$ cat config.mk
export PLATFORM = sky130hd
export DESIGN_NAME = sd_host
export DESIGN_NICKNAME = d
export VERILOG_FILES = /design/src/hw/sd_host_pkg.sv /design/src/hw/sd_host.sv /design/src/hw/dat_serializer.sv /design/src/hw/tx_buffer.sv /design/src/hw/adma_reader.sv /design/src/hw/transfer_counters.sv /design/src/hw/transfer_fsm.sv
export SDC_FILE = /design/constraint.sdc
export NUM_CORES = 1
export LEC_CHECK = 0
export BUFFER_PORTS_ARGS = -buffer_cell sky130_fd_sc_hd__buf_4
export CORE_MARGIN = 2
export CORE_UTILIZATION = 35
export CTS_CLUSTER_SIZE = 24
export DETAILED_ROUTE_END_ITERATION = 6
export PLACE_DENSITY = 0.62
export SYNTH_ARGS = -nofsm -noshare
export SYNTH_HDL_FRONTEND = slang
export SYNTH_SLANG_ARGS = --single-unit
$ cat constraint.sdc
create_clock -name clk -period 7.8 [get_ports clk]
set_input_delay 0.78 -clock clk [delete_from_list [all_inputs] [get_ports clk]]
set_output_delay 0.78 -clock clk [all_outputs]
set_load 0.05 [all_outputs]
$ cat src/hw/sd_host_pkg.sv
//////////////////////////////////////////////////////////////////////
// shared sizes, limits and state enums of the SD host write path
// BUF_DEPTH must be a power of two, the FIFO pointers wrap on overflow
// enum literals carry S_ and P_ prefixes to keep one package scope
//////////////////////////////////////////////////////////////////////

package sd_host_pkg;

   localparam int ADDR_W       = 32;
   localparam int WORD_W       = 32;
   localparam int BLOCK_WORDS  = 4;   // 16-byte block, short for simulation
   localparam int BUF_DEPTH    = 8;   // also the initial credit count
   localparam int CNT_W        = 16;
   localparam int BUSY_TIMEOUT = 64;  // max card busy cycles after a block
   localparam int CRC_BITS     = 16;

   // derived widths
   localparam int BUF_AW       = $clog2(BUF_DEPTH);
   localparam int LVL_W        = $clog2(BUF_DEPTH + 1);    // fill level and credits
   localparam int WL_W         = CNT_W + $clog2(BLOCK_WORDS);
   localparam int TMR_W        = $clog2(BUSY_TIMEOUT + 1);
   localparam int NIB_PER_WORD = WORD_W / 4;
   localparam int NIB_W        = $clog2(CRC_BITS);          // nibble and crc bit index
   localparam int WCNT_W       = $clog2(BLOCK_WORDS);

   // x^16 + x^12 + x^5 + 1
   localparam logic [CRC_BITS-1:0] CRC_POLY = 16'h1021;

   typedef enum logic [2:0] {
      S_IDLE,
      S_SEND,
      S_WAIT_BUSY,
      S_DONE,
      S_ERROR
   } fsm_state_t;

   typedef enum logic [2:0] {
      P_IDLE,
      P_START,
      P_DATA,
      P_CRC,
      P_STOP
   } dat_phase_t;

endpackage
$ cat src/hw/sd_host.sv
//////////////////////////////////////////////////////////////////////
// SD host write path, RAM to 4-bit DAT bus, single clock domain
// data_from_ram must be valid exactly one cycle after ram_read_enable
// no command line, no read direction, config comes in on loose ports
//////////////////////////////////////////////////////////////////////

`timescale 1ns/1ps

module sd_host import sd_host_pkg::*; (
   input  logic              clk,
   input  logic              arst_n,
   input  logic              start,
   input  logic [ADDR_W-1:0] start_address,
   input  logic [CNT_W-1:0]  block_count,
   output logic              busy,
   output logic              done,
   output logic              error,
   output logic              ram_read_enable,
   output logic [ADDR_W-1:0] ram_address,
   input  logic [WORD_W-1:0] data_from_ram,
   output logic [3:0]        data_to_card,
   output logic              data_to_card_oe,
   input  logic              card_busy
);

   // control
   logic              load;
   logic              send_block;
   logic              busy_wait;
   logic              flush;
   logic              block_sent;
   logic              words_left_zero;
   logic              blocks_left_zero;
   logic              timeout_hit;

   // data path
   logic              word_read;
   logic              buf_write;
   logic [WORD_W-1:0] buf_data;
   logic              credit_return;
   logic              word_pop;
   logic [WORD_W-1:0] word_out;
   logic              block_ready;

   //////////////////////////////////////////////////////////////////////
   // sequencing
   //////////////////////////////////////////////////////////////////////

   transfer_fsm i_transfer_fsm (
      .clk              (clk),
      .arst_n           (arst_n),
      .start            (start),
      .card_busy        (card_busy),
      .block_ready      (block_ready),
      .block_sent       (block_sent),
      .blocks_left_zero (blocks_left_zero),
      .timeout_hit      (timeout_hit),
      .load             (load),
      .send_block       (send_block),
      .busy_wait        (busy_wait),
      .flush            (flush),
      .busy             (busy),
      .done             (done),
      .error            (error)
   );

   transfer_counters i_transfer_counters (
      .clk              (clk),
      .arst_n           (arst_n),
      .load             (load),
      .block_count      (block_count),
      .word_read        (word_read),
      .block_sent       (block_sent),
      .busy_wait        (busy_wait),
      .words_left_zero  (words_left_zero),
      .blocks_left_zero (blocks_left_zero),
      .timeout_hit      (timeout_hit)
   );

   //////////////////////////////////////////////////////////////////////
   // RAM -> buffer -> DAT
   //////////////////////////////////////////////////////////////////////

   adma_reader i_adma_reader (
      .clk             (clk),
      .arst_n          (arst_n),
      .load            (load),
      .start_address   (start_address),
      .words_left_zero (words_left_zero),
      .flush           (flush),
      .credit_return   (credit_return),
      .data_from_ram   (data_from_ram),
      .ram_read_enable (ram_read_enable),
      .ram_address     (ram_address),
      .word_read       (word_read),
      .buf_write       (buf_write),
      .buf_data        (buf_data)
   );

   tx_buffer i_tx_buffer (
      .clk           (clk),
      .arst_n        (arst_n),
      .flush         (flush),
      .buf_write     (buf_write),
      .buf_data      (buf_data),
      .word_pop      (word_pop),
      .word_out      (word_out),
      .block_ready   (block_ready),
      .credit_return (credit_return)
   );

   dat_serializer i_dat_serializer (
      .clk             (clk),
      .arst_n          (arst_n),
      .send_block      (send_block),
      .word_out        (word_out),
      .word_pop        (word_pop),
      .block_sent      (block_sent),
      .data_to_card    (data_to_card),
      .data_to_card_oe (data_to_card_oe)
   );

endmodule

$ cat src/hw/dat_serializer.sv
//////////////////////////////////////////////////////////////////////
// DAT block framer on 4 lines, start bit, data, CRC16 per line, end bit
// expects BLOCK_WORDS words ready in the buffer when send_block comes
// outputs decode straight from the phase register
//////////////////////////////////////////////////////////////////////

`timescale 1ns/1ps

module dat_serializer import sd_host_pkg::*; (
   input  logic              clk,
   input  logic              arst_n,
   input  logic              send_block,
   input  logic [WORD_W-1:0] word_out,
   output logic              word_pop,
   output logic              block_sent,
   output logic [3:0]        data_to_card,
   output logic              data_to_card_oe
);

   dat_phase_t          phase;
   logic [NIB_W-1:0]    nib_cnt;    // nibble in DATA, crc bit in CRC
   logic [WCNT_W-1:0]   word_cnt;
   logic [CRC_BITS-1:0] crc [4];
   logic [3:0]          cur_nibble;
   logic                last_nibble;
   logic                last_word;

   // serial CRC16, MSB first
   function automatic logic [CRC_BITS-1:0] crc16_step(input logic [CRC_BITS-1:0] c,
                                                      input logic              b);
      logic fb;
      fb = c[CRC_BITS-1] ^ b;
      return {c[CRC_BITS-2:0], 1'b0} ^ (fb ? CRC_POLY : '0);
   endfunction

   assign cur_nibble      = word_out[4*(NIB_PER_WORD-1-int'(nib_cnt)) +: 4];  // msn first
   assign last_nibble     = (nib_cnt == NIB_W'(NIB_PER_WORD - 1));
   assign last_word       = (word_cnt == WCNT_W'(BLOCK_WORDS - 1));
   assign word_pop        = (phase == P_DATA) && last_nibble;
   assign block_sent      = (phase == P_STOP);
   assign data_to_card_oe = (phase != P_IDLE);

   always_comb begin
      unique case (phase)
         P_START: data_to_card = 4'h0;
         P_DATA:  data_to_card = cur_nibble;
         P_CRC:   data_to_card = {crc[3][CRC_BITS-1], crc[2][CRC_BITS-1],
                                  crc[1][CRC_BITS-1], crc[0][CRC_BITS-1]};
         default: data_to_card = 4'hF;   // idle high and end bit
      endcase
   end

   always_ff @(posedge clk or negedge arst_n) begin
      if (!arst_n) begin
         phase    <= P_IDLE;
         nib_cnt  <= '0;
         word_cnt <= '0;
         for (int i = 0; i < 4; i++) crc[i] <= '0;
      end else begin
         unique case (phase)
            P_IDLE: begin
               if (send_block) phase <= P_START;
            end
            P_START: begin
               phase    <= P_DATA;
               nib_cnt  <= '0;
               word_cnt <= '0;
               for (int i = 0; i < 4; i++) crc[i] <= '0;  // init value zero
            end
            P_DATA: begin
               for (int i = 0; i < 4; i++) crc[i] <= crc16_step(crc[i], cur_nibble[i]);
               if (last_nibble) begin
                  nib_cnt  <= '0;
                  word_cnt <= word_cnt + 1'b1;
                  if (last_word) phase <= P_CRC;
               end else begin
                  nib_cnt <= nib_cnt + 1'b1;
               end
            end
            P_CRC: begin
               for (int i = 0; i < 4; i++) crc[i] <= {crc[i][CRC_BITS-2:0], 1'b0};
               nib_cnt <= nib_cnt + 1'b1;  // wraps to zero after bit 15
               if (nib_cnt == NIB_W'(CRC_BITS - 1)) phase <= P_STOP;
            end
            P_STOP:  phase <= P_IDLE;
            default: phase <= P_IDLE;
         endcase
      end
   end

endmodule

$ cat src/hw/tx_buffer.sv
//////////////////////////////////////////////////////////////////////
// transmit word FIFO, show-ahead read, no full flag
// the credit scheme upstream keeps writes within BUF_DEPTH
// words dropped by flush return no credit
//////////////////////////////////////////////////////////////////////

`timescale 1ns/1ps

module tx_buffer import sd_host_pkg::*; (
   input  logic              clk,
   input  logic              arst_n,
   input  logic              flush,
   input  logic              buf_write,
   input  logic [WORD_W-1:0] buf_data,
   input  logic              word_pop,
   output logic [WORD_W-1:0] word_out,
   output logic              block_ready,
   output logic              credit_return
);

   logic [WORD_W-1:0] mem [BUF_DEPTH];
   logic [BUF_AW-1:0] wr_ptr;
   logic [BUF_AW-1:0] rd_ptr;
   logic [LVL_W-1:0]  fill_level;
   logic              do_write;
   logic              do_pop;

   assign do_write      = buf_write && !flush;
   assign do_pop        = word_pop && !flush;
   assign word_out      = mem[rd_ptr];
   assign block_ready   = (fill_level >= LVL_W'(BLOCK_WORDS));
   assign credit_return = do_pop;   // one credit per word sent

   always_ff @(posedge clk) begin
      if (do_write) mem[wr_ptr] <= buf_data;
   end

   always_ff @(posedge clk or negedge arst_n) begin
      if (!arst_n) begin
         wr_ptr     <= '0;
         rd_ptr     <= '0;
         fill_level <= '0;
      end else if (flush) begin
         wr_ptr     <= '0;
         rd_ptr     <= '0;
         fill_level <= '0;
      end else begin
         if (do_write) wr_ptr <= wr_ptr + 1'b1;  // wraps, depth is 2**BUF_AW
         if (do_pop)   rd_ptr <= rd_ptr + 1'b1;
         fill_level <= fill_level + LVL_W'(do_write) - LVL_W'(do_pop);
      end
   end

endmodule

$ cat src/hw/adma_reader.sv
//////////////////////////////////////////////////////////////////////
// RAM fetch engine, one word read per cycle while credits remain
// RAM read latency is fixed at one cycle, the write to the buffer
// follows one cycle after the data returns
//////////////////////////////////////////////////////////////////////

`timescale 1ns/1ps

module adma_reader import sd_host_pkg::*; (
   input  logic              clk,
   input  logic              arst_n,
   input  logic              load,
   input  logic [ADDR_W-1:0] start_address,
   input  logic              words_left_zero,
   input  logic              flush,
   input  logic              credit_return,
   input  logic [WORD_W-1:0] data_from_ram,
   output logic              ram_read_enable,
   output logic [ADDR_W-1:0] ram_address,
   output logic              word_read,
   output logic              buf_write,
   output logic [WORD_W-1:0] buf_data
);

   logic [LVL_W-1:0]  credits;
   logic [ADDR_W-1:0] next_addr;
   logic              active;        // cleared by flush, stops fetching
   logic              read_pending;  // RAM answers this cycle

   assign ram_read_enable = active && !flush && !words_left_zero && (credits != '0);
   assign ram_address     = next_addr;
   assign word_read       = ram_read_enable;

   always_ff @(posedge clk or negedge arst_n) begin
      if (!arst_n) begin
         credits      <= LVL_W'(BUF_DEPTH);
         next_addr    <= '0;
         active       <= 1'b0;
         read_pending <= 1'b0;
         buf_write    <= 1'b0;
      end else if (load || flush) begin
         credits      <= LVL_W'(BUF_DEPTH);
         active       <= load;
         read_pending <= 1'b0;
         buf_write    <= 1'b0;
         if (load) next_addr <= start_address;
      end else begin
         read_pending <= ram_read_enable;
         buf_write    <= read_pending;
         if (ram_read_enable) next_addr <= next_addr + ADDR_W'(4);  // byte address

         unique case ({ram_read_enable, credit_return})
            2'b10:   credits <= credits - 1'b1;
            2'b01:   credits <= credits + 1'b1;
            default: credits <= credits;
         endcase
      end
   end

   // returned word held for the buffer write
   always_ff @(posedge clk) begin
      if (read_pending) buf_data <= data_from_ram;
   end

endmodule

$ cat src/hw/transfer_counters.sv
//////////////////////////////////////////////////////////////////////
// words-left and blocks-left counters plus the card busy timer
// timeout_hit flags the BUSY_TIMEOUT-th cycle of busy_wait
//////////////////////////////////////////////////////////////////////

`timescale 1ns/1ps

module transfer_counters import sd_host_pkg::*; (
   input  logic             clk,
   input  logic             arst_n,
   input  logic             load,
   input  logic [CNT_W-1:0] block_count,
   input  logic             word_read,
   input  logic             block_sent,
   input  logic             busy_wait,
   output logic             words_left_zero,
   output logic             blocks_left_zero,
   output logic             timeout_hit
);

   logic [WL_W-1:0]  words_left;
   logic [CNT_W-1:0] blocks_left;
   logic [TMR_W-1:0] busy_timer;

   assign words_left_zero  = (words_left == '0);
   assign blocks_left_zero = (blocks_left == '0);
   assign timeout_hit      = (busy_timer == TMR_W'(BUSY_TIMEOUT - 1));

   always_ff @(posedge clk or negedge arst_n) begin
      if (!arst_n) begin
         words_left  <= '0;
         blocks_left <= '0;
         busy_timer  <= '0;
      end else begin
         if (load) begin
            words_left  <= WL_W'(block_count) * WL_W'(BLOCK_WORDS);
            blocks_left <= block_count;
         end else begin
            if (word_read && !words_left_zero)   words_left  <= words_left - 1'b1;
            if (block_sent && !blocks_left_zero) blocks_left <= blocks_left - 1'b1;
         end

         busy_timer <= busy_wait ? busy_timer + 1'b1 : '0;
      end
   end

endmodule

$ cat src/hw/transfer_fsm.sv
//////////////////////////////////////////////////////////////////////
// transfer sequencer, one block on the bus at a time
// start is only taken in S_IDLE, error holds until the next start
//////////////////////////////////////////////////////////////////////

`timescale 1ns/1ps

module transfer_fsm import sd_host_pkg::*; (
   input  logic clk,
   input  logic arst_n,
   input  logic start,
   input  logic card_busy,
   input  logic block_ready,
   input  logic block_sent,
   input  logic blocks_left_zero,
   input  logic timeout_hit,
   output logic load,
   output logic send_block,
   output logic busy_wait,
   output logic flush,
   output logic busy,
   output logic done,
   output logic error
);

   fsm_state_t state;
   fsm_state_t next_state;
   logic       in_flight;   // serializer owns a block
   logic       error_q;
   logic       go_error;

   assign load       = (state == S_IDLE) && start;
   assign send_block = (state == S_SEND) && !in_flight && block_ready && !blocks_left_zero;
   assign busy_wait  = (state == S_WAIT_BUSY);
   assign go_error   = busy_wait && card_busy && timeout_hit;
   assign flush      = (state == S_ERROR);
   assign busy       = (state != S_IDLE);
   assign done       = (state == S_DONE) || (state == S_ERROR);
   assign error      = error_q;

   always_comb begin
      next_state = state;
      unique case (state)
         S_IDLE: begin
            if (start) next_state = S_SEND;
         end
         S_SEND: begin
            if (in_flight && block_sent) begin
               next_state = S_WAIT_BUSY;
            end else if (!in_flight && blocks_left_zero) begin
               next_state = S_DONE;   // zero block count
            end
         end
         S_WAIT_BUSY: begin
            if (!card_busy) begin
               next_state = blocks_left_zero ? S_DONE : S_SEND;
            end else if (timeout_hit) begin
               next_state = S_ERROR;
            end
         end
         S_DONE:  next_state = S_IDLE;
         S_ERROR: next_state = S_IDLE;
         default: next_state = S_IDLE;
      endcase
   end

   always_ff @(posedge clk or negedge arst_n) begin
      if (!arst_n) begin
         state     <= S_IDLE;
         in_flight <= 1'b0;
         error_q   <= 1'b0;
      end else begin
         state <= next_state;

         if (send_block) begin
            in_flight <= 1'b1;
         end else if (block_sent) begin
            in_flight <= 1'b0;
         end

         // high already during the S_ERROR done pulse
         if (load) begin
            error_q <= 1'b0;
         end else if (go_error) begin
            error_q <= 1'b1;
         end
      end
   end

endmodule

==> key figures <==
Logic synthesis
  – Synth unique cells: 65
  – Count leader, synth: edfxtp_1
  – Main area contributors after synthesis: edfxtp_1, dfrtp_1, mux4_2
  – Synthesized instance count: about 1300
  – Post-synth top area cell: edfxtp_1
  – Yosys warns: 0
  – Post-synth EDFFs: about 290
  – FF+latch count, synth: 456
  – Synth Flop Type: edfxtp_1
  – Syn nets: around 1400
  – Async set-reset flop share out of synthesis: 0.368
  – Mapped cell area: about 19000 um2
  – Avg Cell Area, Syn: 14.6 um2
  – Post-synth top cells: edfxtp_1, dfrtp_1, nand2_1
  – Synth top area share: 0.457
  – Post-synthesis sequential area ratio: 0.680

Detailed routing
  – Drt pass-1 iters: 5
  – DRT antenna net count: 0
  – Vias/cell: 5.24
  – DRT iter0 DRCs: 1017
  – WL/cell: 19.1 um
  – DRC violations left: 0
  – Via count: around 11000
  – Total Wirelength: just over 40000 um

Place
  – Placed Area: 20700 um2
  – GP Congestion: 0.820
  – Placement Setup Slack: 3.13 ns
  – Post-detail-place hpwl: ~25000 um
  – Port Buffers: ~120

Finish
  – Post-Layout Inst Area: 22300 um2
  – Final nets: approximately 1500
  – Synth-to-Final Area Change: 18.0%
  – Share of layout cells above drive strength 1: 0.209
  – Filler cells: 4856
  – Number of diodes: 0

Clocking
  – CTS Sinks: 456
  – Clk_lat worst skew: 0.59 ns
  – H-Tree Depth: 2
  – CTS tree: done
  – Clock transition at the registers of the reported paths: 0.06 ns
  – Number of CTS-inserted buffers: 50
  – Hold-fix buffers, CTS: 0
  – Number of cells upsized or downsized after cts: 0
  – Clk root buf: clkbuf_16
  – CTS max path bufs: 3
  – # Post-CTS Setup Buffers: 0

Floorplanning
  – DIE AREA: 55900 um2
  – I/O pin cnt: 125
  – Die Width: 236 um
  – Die Y: 236 um
  – Num rows: 85
  – Starting Density: 0.353
  – Core ar.: 53600 um2

Outcome
  – Status: completed

GRT
  – GRT Overall Usage: 0.149
  – Overflow after GRT: 0
  – First-pass GRT wire length: about 66000 um
  – Largest net degree at the start of global routing: around 100
  – Initial antenna violation count: 0
  – Vias in the first global route: 11500

Setup path
  – CP startpoint: i_tx_buffer.rd_ptr[1]
  – Endpoint class of the critical path: output port
  – Crit Path Class: reg -> out
  – Worst path required time: roughly 7 ns
  – Worst flop-to-flop path endpoint: i_dat_serializer.crc[53]
  – Critical Path AT: 4.46 ns
  – Crit Path Max Fanout: 33
  – R2R setup slack: 3.99 ns
  – Startpoint Class: register
  – R2r startpoint: i_tx_buffer.rd_ptr[1]
  – R2R depth: 8

Power and ir drop
  – Sw frac: 0.351
  – Leakage power: 8.13 nW
  – Max VDD drop: 204 uV
  – Flop pwr share: 0.430
  – Clock power share: 0.253
  – Psw: 0.00331 W
  – Pwr per Cell Area: 423 nW/um2
  – Internal power: 0.00613 W
  – Combinational share of power: 0.317

Worst hold path
  – Hold Path Class: in -> async

STA
  – Endpoints failing setup: 0
  – Maximum clock frequency: around 190 MHz
  – Tmin final: 5.24 ns
  – Setup TNS: 0 ns
  – Min setup slack post-route: between 2 and 3 ns
  – Rel. slew slack: 0.365
  – Worst-margin pin slew: roughly 0.95 ns
  – Final hold violations: 0
  – Fin. max-slew vios: 0
  – RSZ-0062 raised after global routing: no
  – Post-route clock skew: 0.0169 ns
  – Fin crit share: 0.672

Job
  – Max-cap violation count: 0
==> metal layers <==
metal	up-vias	global-route usage	routed length, um
met5	-	0	0
li1	5227	-	-
met1	5731	0.208	18400
met2	292	0.237	19800
met3	57	0.0262	2140
met4	0	0.0453	885
==> flip-flops by register name, indices dropped and copies added, names as in the netlist, 4 cells and up <==
| register | flops |
|---|---|
| i_tx_buffer.mem | 256 |
| i_dat_serializer.crc | 64 |
| i_adma_reader.buf_data | 32 |
| i_adma_reader.ram_address | 32 |
| i_transfer_counters.words_left | 18 |
| i_transfer_counters.blocks_left | 16 |
| i_transfer_counters.busy_timer | 7 |
| i_adma_reader.credits | 4 |
| i_dat_serializer.nib_cnt | 4 |
| i_tx_buffer.fill_level | 4 |
==> metrics by stage <==
stage / total power, W / cells / utilization / hold WS [ns]
2_1_floorplan: 0.00615 / 1295 / - / 0.432
3_3_place_gp: 0.00704 / 2070 / 0.386 / 0.460
3_5_place_dp: 0.00713 / 2070 / 0.386 / 0.479
4_1_cts: 0.00955 / 2159 / 0.416 / 0.337
5_1_grt: 0.00999 / 2159 / 0.416 / 0.341
6_report: 0.00944 / 2159 / 0.416 / 0.320
==> worst max path at each step <==
stage,to,slack (ns),depth (start not counted)
finish,data_to_card[3],2.56,9
global route,data_to_card[3],2.30,9
CTS,data_to_card[3],2.48,9
detailed placement,data_to_card[3],3.13,9
global placement,data_to_card[3],3.06,9
floorplan,i_tx_buffer.mem[0][0],4.11,5
==> critical path: stages, from the launching register on <==
cell	delay (ns)
dfrtp_2	0.98
buf_4	0.58
mux4_2	0.56
mux2i_1	0.14
nor3b_1	0.07
o31ai_1	0.24
nor3b_1	0.56
a21oi_1	0.15
a311o_1	0.37
buf_4	0.20
==> power groups by stage <==
| stage | logic (W) | registers (W) | clock network [W] |
|---|---|---|---|
| floorplan | 0.00202 | 0.00413 | 0 |
| global placement | 0.00297 | 0.00407 | 0 |
| detailed placement | 0.00302 | 0.00410 | 0 |
| CTS | 0.00304 | 0.00407 | 0.00244 |
| global route | 0.00328 | 0.00417 | 0.00254 |
| finish | 0.00299 | 0.00406 | 0.00238 |
==> cell usage in the layout, fill, tap and decap left out, drive strengths merged, types with 9 or more instances in the layout <==
cell type / Yosys / layout
a21oi: 77 / 77
a22o: 57 / 57
a22oi: 24 / 24
a31oi: 9 / 9
and2: 11 / 11
buf: 21 / 144
clkbuf: 44 / 62
clkinv: 0 / 13
dfrtp: 167 / 167
edfxtp: 288 / 288
ha: 15 / 15
inv: 25 / 27
mux2i: 19 / 19
mux4: 64 / 64
nand2: 97 / 97
nand2b: 9 / 9
nand3: 29 / 29
nand4: 11 / 11
nor2: 95 / 95
nor2b: 9 / 9
nor3: 27 / 27
nor4: 15 / 15
o21ai: 38 / 38
or3: 12 / 12
xnor2: 30 / 30
xor2: 23 / 23
==> layout make-up <==
class | instances | area (um2) | share of cell area
Clock buffer | 62 | 1320 | 0.0590
Clock inverter | 27 | 337 | 0.0151
Inverter | 25 | 93.8 | 0.00420
Multi-Input combinational cell | 749 | 5750 | 0.258
Sequential cell | 456 | 12900 | 0.576
Tap cell | 696 | 871 | 0.0390
Timing Repair Buffer | 144 | 1080 | 0.0486
==> cell families (layout without fill, tap and decap cells) <==
group,after synthesis,in the layout,share of synthesized area
AO/OA/AOI/OAI,254,254,0.0910
XOR/XNOR,53,53,0.0246
adder cells (fa/ha/maj),17,17,0.0120
buffers and inverters,90,258,0.0198
flip-flops,456,456,0.680
multiplexers,85,85,0.0875
AND/OR/NAND/NOR,340,340,0.0852
Power figures use the tool's default switching activity.
